==> src/controlPkg.sv <==
`default_nettype none

package controlPkg;

    ////////////////////
    // FSM states
    ////////////////////
    typedef enum logic [4:0] {
        stResetInit,      // Stack pointer load
        stFetchWait,      // Instruction memory latency
        stFetchLatch,     // IR load and PC + 4
        stDecode,
        stAluExec,
        stWriteBack,      // R and I type result to register file
        stBranchTarget,
        stBranchCompare,
        stAddrCalc,       // Base + offset for lw and sw
        stMemRead,
        stLoadWrite,
        stStore,
        stJump,           // Shared by j and jal
        stExceptOverflow,
        stExceptInvalid   // Keep last, range check depends on it
    } stateT;

    typedef enum logic [4:0] {
        clsAdd, clsSub, clsAnd, clsOr, clsSlt,
        clsAddi, clsAddiu, clsSlti,
        clsBeq, clsBne, clsBle, clsBgt,
        clsLw, clsSw,
        clsJ, clsJal,
        clsInvalid
    } instrClassT;

    // ALU function codes as the datapath ALU expects them
    typedef enum logic [4:0] {
        aluLoad    = 5'd0,
        aluAddOv   = 5'd1,  // Add, overflow flagged
        aluSub     = 5'd2,
        aluAnd     = 5'd3,
        aluCmp     = 5'd7,  // Set on less than
        aluOr      = 5'd8,
        aluAddNoOv = 5'd11,
        aluNe      = 5'd14,
        aluEq      = 5'd15,
        aluLe      = 5'd16,
        aluGt      = 5'd17
    } aluOpT;

    typedef enum logic [1:0] {srcBRegB, srcBFour, srcBImm, srcBBranchOff} aluSrcBT;
    typedef enum logic [1:0] {mtrAluOut, mtrMemData, mtrStackInit, mtrPcLink} memToRegT;
    typedef enum logic [1:0] {dstRt, dstRd, dstReturnAddr, dstStackPtr} regDestT;
    typedef enum logic [1:0] {
        pcsJumpTarget, pcsAluResult, pcsAluOut, pcsExceptionVector
    } pcSourceT;
    typedef enum logic [1:0] {excNone, excInvalid, excOverflow} excCauseT;

    ////////////////////
    // Instruction codes
    ////////////////////
    localparam logic [5:0] OP_RTYPE = 6'h00;
    localparam logic [5:0] OP_ADDI  = 6'h08;
    localparam logic [5:0] OP_ADDIU = 6'h09;
    localparam logic [5:0] OP_SLTI  = 6'h0a;
    localparam logic [5:0] OP_BEQ   = 6'h04;
    localparam logic [5:0] OP_BNE   = 6'h05;
    localparam logic [5:0] OP_BLE   = 6'h06;
    localparam logic [5:0] OP_BGT   = 6'h07;
    localparam logic [5:0] OP_LW    = 6'h23;
    localparam logic [5:0] OP_SW    = 6'h2b;
    localparam logic [5:0] OP_J     = 6'h02;
    localparam logic [5:0] OP_JAL   = 6'h03;

    localparam logic [5:0] FN_ADD   = 6'h20;  // Funct field, R-type only
    localparam logic [5:0] FN_SUB   = 6'h22;
    localparam logic [5:0] FN_AND   = 6'h24;
    localparam logic [5:0] FN_OR    = 6'h25;
    localparam logic [5:0] FN_SLT   = 6'h2a;

endpackage

`default_nettype wire

==> src/instrDecoder.sv <==
`timescale 1ns/1ps
`default_nettype none

module instrDecoder (
    input  wire [5:0]             opcode,
    input  wire [5:0]             funct,
    output controlPkg::instrClassT instrClass
);

    always_comb
    begin
        case (opcode)
            controlPkg::OP_RTYPE:
            begin
                case (funct)
                    controlPkg::FN_ADD: instrClass = controlPkg::clsAdd;
                    controlPkg::FN_SUB: instrClass = controlPkg::clsSub;
                    controlPkg::FN_AND: instrClass = controlPkg::clsAnd;
                    controlPkg::FN_OR:  instrClass = controlPkg::clsOr;
                    controlPkg::FN_SLT: instrClass = controlPkg::clsSlt;
                    default:            instrClass = controlPkg::clsInvalid;  // Shifts, mult etc
                endcase
            end

            // Immediate arithmetic
            controlPkg::OP_ADDI:  instrClass = controlPkg::clsAddi;
            controlPkg::OP_ADDIU: instrClass = controlPkg::clsAddiu;
            controlPkg::OP_SLTI:  instrClass = controlPkg::clsSlti;

            controlPkg::OP_BEQ:   instrClass = controlPkg::clsBeq;
            controlPkg::OP_BNE:   instrClass = controlPkg::clsBne;
            controlPkg::OP_BLE:   instrClass = controlPkg::clsBle;
            controlPkg::OP_BGT:   instrClass = controlPkg::clsBgt;

            controlPkg::OP_LW:    instrClass = controlPkg::clsLw;  // Word access only
            controlPkg::OP_SW:    instrClass = controlPkg::clsSw;

            controlPkg::OP_J:     instrClass = controlPkg::clsJ;
            controlPkg::OP_JAL:   instrClass = controlPkg::clsJal;

            default:              instrClass = controlPkg::clsInvalid;
        endcase
    end

endmodule

`default_nettype wire

==> src/stateSequencer.sv <==
`timescale 1ns/1ps
`default_nettype none

module stateSequencer #(
    parameter int memWaitCycles = 2
) (
    input  wire                    clk,
    input  wire                    reset,
    input  wire controlPkg::instrClassT instrClass,
    input  wire                    overflowFlag,
    output controlPkg::stateT      state,
    output controlPkg::instrClassT latchedClass
);

    localparam int cntW = $clog2(memWaitCycles + 1);
    localparam logic [cntW-1:0] lastCnt = cntW'(memWaitCycles - 1);

    controlPkg::stateT stateNext;
    logic [cntW-1:0]   waitCnt;
    logic              waitState;
    logic              waitDone;
    logic              ovfClass;

    assign waitState = (state == controlPkg::stFetchWait) || (state == controlPkg::stMemRead);
    assign waitDone  = (waitCnt == lastCnt);
    assign ovfClass  = latchedClass inside
        {controlPkg::clsAdd, controlPkg::clsSub, controlPkg::clsAddi};

    ////////////////////
    // Registers
    ////////////////////
    always_ff @(posedge clk)
    begin
        if (reset)
        begin
            state        <= controlPkg::stResetInit;
            waitCnt      <= '0;
            latchedClass <= controlPkg::clsInvalid;
        end
        else
        begin
            state <= stateNext;
            if (waitState && !waitDone)
                waitCnt <= waitCnt + cntW'(1);
            else
                waitCnt <= '0;  // Back to zero for the next wait state
            if (state == controlPkg::stDecode)
                latchedClass <= instrClass;  // IR fields stable during decode
        end
    end

    ////////////////////
    // Next state
    ////////////////////
    always_comb
    begin
        case (state)
            controlPkg::stResetInit: stateNext = controlPkg::stFetchWait;
            controlPkg::stFetchWait:
                stateNext = waitDone ? controlPkg::stFetchLatch : controlPkg::stFetchWait;
            controlPkg::stFetchLatch: stateNext = controlPkg::stDecode;
            controlPkg::stDecode:
            begin
                // Class is captured on this same edge
                case (instrClass)
                    controlPkg::clsAdd, controlPkg::clsSub, controlPkg::clsAnd,
                    controlPkg::clsOr, controlPkg::clsSlt, controlPkg::clsAddi,
                    controlPkg::clsAddiu, controlPkg::clsSlti:
                        stateNext = controlPkg::stAluExec;
                    controlPkg::clsBeq, controlPkg::clsBne, controlPkg::clsBle,
                    controlPkg::clsBgt:
                        stateNext = controlPkg::stBranchTarget;
                    controlPkg::clsLw, controlPkg::clsSw:
                        stateNext = controlPkg::stAddrCalc;
                    controlPkg::clsJ, controlPkg::clsJal:
                        stateNext = controlPkg::stJump;
                    default:
                        stateNext = controlPkg::stExceptInvalid;
                endcase
            end
            controlPkg::stAluExec:
                stateNext = (overflowFlag && ovfClass) ? controlPkg::stExceptOverflow
                                                       : controlPkg::stWriteBack;
            controlPkg::stBranchTarget: stateNext = controlPkg::stBranchCompare;
            controlPkg::stAddrCalc:
                stateNext = (latchedClass == controlPkg::clsLw) ? controlPkg::stMemRead
                                                                : controlPkg::stStore;
            controlPkg::stMemRead:
                stateNext = waitDone ? controlPkg::stLoadWrite : controlPkg::stMemRead;
            default: stateNext = controlPkg::stFetchWait;  // All 1-cycle tails refetch
        endcase
    end

    ////////////////////
    // Checks
    ////////////////////
    waitCntBound: assert property (@(posedge clk) disable iff (reset)
        int'(waitCnt) <= memWaitCycles)
        else $error("Wait counter above memWaitCycles");

    stateLegal: assert property (@(posedge clk) disable iff (reset)
        state <= controlPkg::stExceptInvalid)
        else $error("State outside the FSM encoding");

endmodule

`default_nettype wire

==> src/controlSignalDecode.sv <==
`timescale 1ns/1ps
`default_nettype none

module controlSignalDecode (
    input  wire controlPkg::stateT      state,
    input  wire controlPkg::instrClassT latchedClass,
    output logic                        pcWrite,
    output logic                        pcWriteCond,
    output logic                        iOrD,
    output logic                        memWrite,
    output logic                        irWrite,
    output logic                        regWrite,
    output logic                        aluSrcA,
    output logic                        epcWrite,
    output controlPkg::regDestT         regDest,
    output controlPkg::memToRegT        memToReg,
    output controlPkg::aluSrcBT         aluSrcB,
    output controlPkg::aluOpT           aluControl,
    output controlPkg::pcSourceT        pcSource,
    output controlPkg::excCauseT        excCause
);

    logic immClass;

    assign immClass = latchedClass inside
        {controlPkg::clsAddi, controlPkg::clsAddiu, controlPkg::clsSlti};

    always_comb
    begin
        // Idle values
        pcWrite     = 1'b0;
        pcWriteCond = 1'b0;
        iOrD        = 1'b0;
        memWrite    = 1'b0;
        irWrite     = 1'b0;
        regWrite    = 1'b0;
        aluSrcA     = 1'b0;
        epcWrite    = 1'b0;
        regDest     = controlPkg::dstRt;
        memToReg    = controlPkg::mtrAluOut;
        aluSrcB     = controlPkg::srcBRegB;
        aluControl  = controlPkg::aluLoad;
        pcSource    = controlPkg::pcsJumpTarget;
        excCause    = controlPkg::excNone;

        case (state)
            controlPkg::stResetInit:
            begin
                regWrite = 1'b1;
                regDest  = controlPkg::dstStackPtr;
                memToReg = controlPkg::mtrStackInit;  // Initial stack top
            end
            controlPkg::stFetchLatch:
            begin
                irWrite    = 1'b1;
                aluSrcB    = controlPkg::srcBFour;  // PC + 4
                aluControl = controlPkg::aluAddOv;
            end
            controlPkg::stDecode:
            begin
                pcWrite  = 1'b1;
                pcSource = controlPkg::pcsAluOut;
            end
            controlPkg::stAluExec:
            begin
                aluSrcA = 1'b1;
                aluSrcB = immClass ? controlPkg::srcBImm : controlPkg::srcBRegB;
                case (latchedClass)
                    controlPkg::clsSub:   aluControl = controlPkg::aluSub;
                    controlPkg::clsAnd:   aluControl = controlPkg::aluAnd;
                    controlPkg::clsOr:    aluControl = controlPkg::aluOr;
                    controlPkg::clsSlt,
                    controlPkg::clsSlti:  aluControl = controlPkg::aluCmp;
                    controlPkg::clsAddiu: aluControl = controlPkg::aluAddNoOv;
                    default:              aluControl = controlPkg::aluAddOv;  // add, addi
                endcase
            end
            controlPkg::stWriteBack:
            begin
                regWrite = 1'b1;
                regDest  = immClass ? controlPkg::dstRt : controlPkg::dstRd;
            end
            controlPkg::stBranchTarget:
            begin
                aluSrcB    = controlPkg::srcBBranchOff;
                aluControl = controlPkg::aluAddOv;
            end
            controlPkg::stBranchCompare:
            begin
                pcWriteCond = 1'b1;
                pcSource    = controlPkg::pcsAluOut;  // Target from previous cycle
                case (latchedClass)
                    controlPkg::clsBne: aluControl = controlPkg::aluNe;
                    controlPkg::clsBle: aluControl = controlPkg::aluLe;
                    controlPkg::clsBgt: aluControl = controlPkg::aluGt;
                    default:            aluControl = controlPkg::aluEq;
                endcase
            end
            controlPkg::stAddrCalc:
            begin
                aluSrcA    = 1'b1;
                aluSrcB    = controlPkg::srcBImm;
                aluControl = controlPkg::aluAddOv;
            end
            controlPkg::stMemRead: iOrD = 1'b1;
            controlPkg::stLoadWrite:
            begin
                regWrite = 1'b1;
                memToReg = controlPkg::mtrMemData;
            end
            controlPkg::stStore:
            begin
                iOrD     = 1'b1;
                memWrite = 1'b1;
            end
            controlPkg::stJump:
            begin
                pcWrite = 1'b1;
                if (latchedClass == controlPkg::clsJal)
                begin
                    regWrite = 1'b1;
                    regDest  = controlPkg::dstReturnAddr;
                    memToReg = controlPkg::mtrPcLink;
                end
            end
            controlPkg::stExceptOverflow, controlPkg::stExceptInvalid:
            begin
                pcWrite  = 1'b1;
                epcWrite = 1'b1;  // Save faulting PC
                pcSource = controlPkg::pcsExceptionVector;
                excCause = (state == controlPkg::stExceptOverflow) ? controlPkg::excOverflow
                                                                   : controlPkg::excInvalid;
            end
            default: ;  // fetchWait keeps idle values
        endcase

        // Register file and memory must never be written in the same state
        regMemExcl: assert (!(regWrite && memWrite))
            else $error("regWrite and memWrite high together");
        pcWrExcl: assert (!(pcWrite && pcWriteCond))
            else $error("pcWrite and pcWriteCond high together");
    end

endmodule

`default_nettype wire

==> src/controlUnit.sv <==
`timescale 1ns/1ps
`default_nettype none

module controlUnit #(
    parameter int memWaitCycles = 2  // Memory read latency in cycles
) (
    input  wire                  clk,
    input  wire                  reset,
    input  wire [5:0]            opcode,
    input  wire [5:0]            funct,
    input  wire                  overflowFlag,
    output logic                 pcWrite,
    output logic                 pcWriteCond,
    output logic                 iOrD,
    output logic                 memWrite,
    output logic                 irWrite,
    output logic                 regWrite,
    output logic                 aluSrcA,
    output logic                 epcWrite,
    output controlPkg::regDestT  regDest,
    output controlPkg::memToRegT memToReg,
    output controlPkg::aluSrcBT  aluSrcB,
    output controlPkg::aluOpT    aluControl,
    output controlPkg::pcSourceT pcSource,
    output controlPkg::excCauseT excCause
);

    controlPkg::instrClassT instrClass;
    controlPkg::instrClassT latchedClass;
    controlPkg::stateT      state;

    instrDecoder i_instrDecoder (
        .opcode     (opcode),
        .funct      (funct),
        .instrClass (instrClass)
    );

    stateSequencer #(
        .memWaitCycles (memWaitCycles)
    ) i_stateSequencer (
        .clk          (clk),
        .reset        (reset),
        .instrClass   (instrClass),
        .overflowFlag (overflowFlag),
        .state        (state),
        .latchedClass (latchedClass)
    );

    controlSignalDecode i_controlSignalDecode (
        .state        (state),
        .latchedClass (latchedClass),
        .pcWrite      (pcWrite),
        .pcWriteCond  (pcWriteCond),
        .iOrD         (iOrD),
        .memWrite     (memWrite),
        .irWrite      (irWrite),
        .regWrite     (regWrite),
        .aluSrcA      (aluSrcA),
        .epcWrite     (epcWrite),
        .regDest      (regDest),
        .memToReg     (memToReg),
        .aluSrcB      (aluSrcB),
        .aluControl   (aluControl),
        .pcSource     (pcSource),
        .excCause     (excCause)
    );

endmodule

`default_nettype wire

==> config.mk <==
export PLATFORM = sky130hd
export DESIGN_NAME = controlUnit
export DESIGN_NICKNAME = d
export VERILOG_FILES = /design/src/controlPkg.sv /design/src/instrDecoder.sv /design/src/stateSequencer.sv /design/src/controlSignalDecode.sv /design/src/controlUnit.sv
export SDC_FILE = /design/constraint.sdc
export NUM_CORES = 1
export LEC_CHECK = 0
export BUFFER_PORTS_ARGS = -buffer_cell sky130_fd_sc_hd__buf_2
export CAP_MARGIN = 25
export CORE_MARGIN = 2
export CORE_UTILIZATION = 45
export CTS_BUF_LIST = sky130_fd_sc_hd__clkbuf_4
export DETAILED_ROUTE_END_ITERATION = 16
export PLACE_DENSITY_LB_ADDON = 0.08
export SETUP_SLACK_MARGIN = 0.05
export SLEW_MARGIN = 25
export SYNTH_ARGS = -nofsm -noshare
export SYNTH_HDL_FRONTEND = slang
export SYNTH_SLANG_ARGS = --single-unit
==> constraint.sdc <==
create_clock -name clk -period 2.3 [get_ports clk]
set_clock_uncertainty 0.15 [all_clocks]
set_input_delay 0.23 -clock clk [delete_from_list [all_inputs] [get_ports clk]]
set_output_delay 0.23 -clock clk [all_outputs]
set_load 0.01 [all_outputs]
* Word-level counts from Yosys, hierarchy flattened
Memories as Yosys holds them, arrays and structs flattened. Index checks and enable logic that the tools add are counted.
Storage, ports and cells: register bits after elaboration 12, memory bits (read-only) 48, bits of input ports 15, output and inout bits 23, memories kept 1
Operators by class: add/subtract/negate cells 1, equal/unequal tests 43, multiplexer cells 30, bitwise gates (word level) 1, reduce and logical (&&, ||, !) cells 18
Memory list:
- (name not given) | words 16, bits a word 3, rd ports 1, clocked after memory_dff 0, write ports 0, line stateSequencer.sv:65 | case (instrClass)
Operator list (number):
- 5-bit by 4-bit equality test with 1-bit output (second input constant) | 12
- 5-bit one-hot mux with 12 select lines | 1
- 6-bit equality test (second input constant) | 7
- 5-bit by 3-bit equality test with 1-bit output (second input constant) | 8
- 5-bit one-hot mux with 7 select lines | 1
- 5-bit one-hot mux with 3 select lines | 2
- 5-bit one-hot mux with 5 select lines | 1
- 6-bit by 3-bit equality test with 1-bit output (second input constant) | 4
- 5-bit by 2-bit equality test with 1-bit output (second input constant) | 4
- 4-bit one-hot mux with 5 select lines | 1
- 6-bit by 4-bit equality test with 1-bit output (second input constant) | 3
- 2-bit two-way mux | 8
- 6-bit by 2-bit equality test with 1-bit output (second input constant) | 2
- 2-bit one-hot mux with 3 select lines | 2
- 2-bit OR reduction | 6
- 5-bit by 1-bit equality test with 1-bit output (second input constant) | 2
- 5-bit zero test | 2
- 1-bit two-way mux | 9
- 2-bit one-hot mux with 4 select lines | 1
- 6-bit zero test | 1
- 3-bit nonzero test | 2
- 3-bit OR reduction | 2
- 5-bit two-way mux | 1
- 4-bit two-way mux | 1
- other kinds (9) | 10

* Longest topological paths before layout
An unclocked memory read counts as a cell.
depth after elaboration 6, depth in mapped cells 6, mapped depth without buffers 6

* By module
Synthesis repeated with hierarchy kept, for this count alone.
Unflattened totals: cell total of the unflattened synthesis 190, area, all modules 1432.6 um^2
Modules (own cells, without submodules):
- stateSequencer | instances 1, cells each 66, area an instance 589.3 um^2, sequential area each 220.2 um^2
- controlSignalDecode | instances 1, cells each 79, area an instance 500.5 um^2, sequential area each 0.0 um^2
- instrDecoder | instances 1, cells each 45, area an instance 342.8 um^2, sequential area each 0.0 um^2

* Worst setup path before layout
Ideal clock, no wire load.
path kind register -> output, start point reg i_stateSequencer.state[1], end point out aluControl[1], arrival time 1.428 ns, data required time 1.920 ns, path slack 0.492 ns, cell stages (with the launch flop) 4, cells stage by stage dfxtp_1 -> or2_2 -> or4_1 -> o21ai_0
Between the ends: cells in the longest elaborated chain, start to end 3, elaborated cells between the ends (all ways) 7
Ends and longest elaborated chain:
- start, declared | line stateSequencer.sv:11 | output controlPkg::stateT state,
- start signal, assigned | line stateSequencer.sv:36 | state <= controlPkg::stResetInit;
- start signal, assigned | line stateSequencer.sv:42 | state <= stateNext;
- 5-bit by 2-bit equality test with 1-bit output, or another cell as far along | line controlSignalDecode.sv:46 | case (state)
- 3-bit OR reduction (no line)
- 5-bit one-hot mux with 3 select lines * | line controlSignalDecode.sv:46
- end, declared | line controlUnit.sv:23 | output controlPkg::aluOpT aluControl,
Every way passes the cells marked *; elsewhere a longest branch is shown, timed or not.

* Worst setup path in the final report
start point reg i_stateSequencer.latchedClass[3], end point out memToReg[0]
Between the ends: cells in the longest elaborated chain, start to end 3
Ends and longest elaborated chain:
- start, declared | line stateSequencer.sv:12 | output controlPkg::instrClassT latchedClass
- start signal, assigned | line stateSequencer.sv:38 | latchedClass <= controlPkg::clsInvalid;
- start signal, assigned | line stateSequencer.sv:48 | latchedClass <= instrClass;
- 5-bit by 4-bit equality test with 1-bit output | line controlSignalDecode.sv:119 | if (latchedClass == controlPkg::clsJal)
- 2-bit two-way mux | line controlSignalDecode.sv:119
- 2-bit one-hot mux with 3 select lines | line controlSignalDecode.sv:46
- end, declared | line controlUnit.sv:21 | output controlPkg::memToRegT memToReg,
No other way between the ends.

==> impl_metrics.toml <==
[finish]
area_growth_pct = 19.4
num_antenna_cells = 0
nets = 215
final_common_cell = "buf_2"
drive_gt1_share_pct = 30.3
final_cell_mix = "buf_2, nor2_1, nand2_1"
final_core_util_pct = 58.1

[floorplan]
die-height_um = 53.6
row_count = 17
core_area_mm2 = 0.00228
dieArea_mm2 = 0.00287
initial_utilization_pct = 48.7
dieWidth_um = 53.6
pin_count = 38

[power_and_ir_drop]
power.density_mw_per_mm2 = 348
p_leak_nw = 0.570
p_sw_share_pct = 29.6
seqPwrFrac_pct = 43.2
p_sw_mw = 0.136
clkPwrFrac_pct = 31.6
pwr-share-comb_pct = 25.2
vdd_drop_max_mv = 0.274
internal-power_mw = 0.324

[global_route]
grt_usage_pct = 22.1
grt_max_degree = 14
gr-total-overflow = 0
antenna_found_initial = 0
grt_first_pass_wirelength_mm = 4.60
grt_pass1_vias = 1065

[timing]
grt_setup_unrepaired = "false"
slew_violations = 0
tns_ns = 0
setup_viol = 0
tightest_slew_ns = 0.457
fmax_ghz = 0.463
period_share_pct = 94.0
post-route-min-period_ns = 2.16
finalHoldViolCount = 0
maxSlewHeadroom_pct = 69.3

[worst_setup_path]
crit_path_max_incr_delay_ns = 0.57
rr_startpoint = "i_stateSequencer.state[1]$_SDFF_PP0_"
critPathLaunchType = "flip-flop"
crit_family = "simple AND/OR/NAND/NOR gates"
worstPathRequired_ns = 1.92
crit_start = "i_stateSequencer.latchedClass[3]$_SDFFE_PP0P_"
ff2ff_setup_slack_ns = 0.33
criticalPathCategory = "reg2out"
cpMaxStageDelayCell = "or4_1"
crit_fanout = 4
crit_path_cell_trace = "inv_1 > nor2_1 > nand2_1 > or4_1 > o21ai_0 > buf_2"
r2r_end = "i_stateSequencer.state[3]$_SDFF_PP0_"
cp.arrival_ns = 1.78
worst-path-buf-inv = 2
ff2ff_path_depth = 5
crit_path_end_kind = "output port"

[synth]
synth_edf_count = 0
ys_seq_area_share_pct = 19.9
synth_cell_types = 45
syn-num-nets = 178
synth_top_area_share_pct = 19.9
synth_ff_type = "dfxtp_1"
synth-seq-cells = 11
synth-async-reset-ratio_pct = 0
synthCells = 162
yosys_warnings = 0
synth_area_leaders = "dfxtp_1, nor2_1, nand2_1"
netlist_area_mm2 = 0.00111
syn_avg_cell_area_um2 = 6.84
post-synth-top-area-cell = "dfxtp_1"

[clock_tree]
clk_pin_slew_ns = 0.07
clock_latency_ns = 0.27
h-tree-depth = 1
cts.hold.buffers_added = 0
cts.sinks = 11
cts_made_buffers = 3
post-cts-setup-buffers = 0
cts-resized-gates = 0
clockRootBuffer = "clkbuf_4"
clockBufferDepth = 2
cts_tree = "yes"

[drt]
viasPerCell = 5.66
ant_nets = 0
wirelength_mm = 2.95
num_vias = 1279
drc = 0
routedWlPerCell_um = 13.1
first_pass_iters = 4
drtIter0Drc = 50

[worst_hold_path]
hold_depth = 2
hp-start = "reset"
whs_endpoint = "i_stateSequencer.latchedClass[0]$_SDFFE_PP0P_"
hold_path_class = "in2reg"

[run_status]
status = "finished clean"

[place]
numPortBuffers = 37
dp_hpwl_mm = 2.32
place_congestion = 0.940

[flow_run]
max-cap-violations = 0
==> how the worst max path moves through the flow <==
| stage | slack (ns) | endpoint | cells past startpoint |
|---|---|---|---|
| 6_report | 0.14 | memToReg[0] | 6 |
| 5_1_grt | 0.06 | memToReg[0] | 6 |
| 4_1_cts | 0.14 | memToReg[0] | 6 |
| 3_5_place_dp | 0.27 | i_stateSequencer.state[3]$_SDFF_PP0_ | 6 |
| 3_3_place_gp | 0.32 | i_stateSequencer.state[3]$_SDFF_PP0_ | 5 |
| 2_1_floorplan | 0.49 | aluControl[1] | 3 |
==> worst register-to-register path, cell delays in order (launching register included) <==
cell     delay [ns]
dfxtp_1        0.31
or2_2          0.33
or4_1          0.54
nor4b_1        0.28
nor2_1         0.08
a31oi_1        0.21
==> cell families (layout without fill, tap and decap cells) <==
logic type / count (synthesis) / after routing / synth area share, %
and+or+nand+nor: 85 / 85 / 39.5
AOI/OAI and AO/OA: 42 / 42 / 25.0
buffers and inverters: 17 / 53 / 9.38
xor gates and xnor gates: 3 / 3 / 2.37
adders and majority gates: 1 / 1 / 1.13
muxes: 3 / 3 / 2.71
DFF: 11 / 11 / 19.9
==> state kept, by name, indices dropped and copies added, names as in the netlist <==
signal                         cells
i_stateSequencer.state             4
i_stateSequencer.latchedClass      5
i_stateSequencer.waitCnt           2
==> stage by stage <==
stage / setup slack [ns] / instances / area, um2 / hold slack [ns] / power [mW]
2_1_floorplan: 0.492 / 162 / 1110 / 0.247 / 0.280
4_1_cts: 0.137 / 226 / 1320 / 0.0794 / 0.459
3_3_place_gp: 0.319 / 222 / 1290 / 0.255 / 0.314
5_1_grt: 0.0552 / 226 / 1320 / 0.0825 / 0.484
6_report: 0.138 / 226 / 1320 / 0.0677 / 0.460
3_5_place_dp: 0.265 / 222 / 1290 / 0.260 / 0.317
==> final cells by class <==
class	instances	area, um2
fill	224	953
multi-input combinational	134	783
timing repair buffer	43	230
sequential	11	221
tap	28	35.0
clock buffer	4	30.0
inverter	6	22.5
==> power by group through the flow <==
stage | clock network, mW | logic, mW | registers [mW]
finish | 0.145 | 0.116 | 0.199
global route | 0.154 | 0.130 | 0.199
CTS | 0.145 | 0.115 | 0.199
detailed placement | 0 | 0.114 | 0.203
global placement | 0 | 0.111 | 0.203
floorplan | 0 | 0.0779 | 0.202
==> routing by layer <==
layer	global-route usage, %	share of wire, %	vias up
met5	0	0	-
met3	2.50	6.1	5
met2	40.3	47	52
li1	-	-	661
met4	8.97	1.6	0
met1	26.0	46	561
==> synthesized netlist by cell type, types with 2 or more instances <==
cell type	count
inv_1	6
a211o_2	2
nor3_1	12
nand3_1	7
nand2_1	18
a21oi_1	12
clkbuf_8	2
nor2b_1	4
nor2_1	22
clkbuf_1	5
o21a_1	2
xnor2_1	2
mux2i_1	3
buf_6	2
or2_2	2
a31oi_1	3
nand2b_1	4
o21ai_0	10
or4_1	4
or2b_2	3
nor4_1	3
dfxtp_1	11
Power figures use the tool's default switching activity.
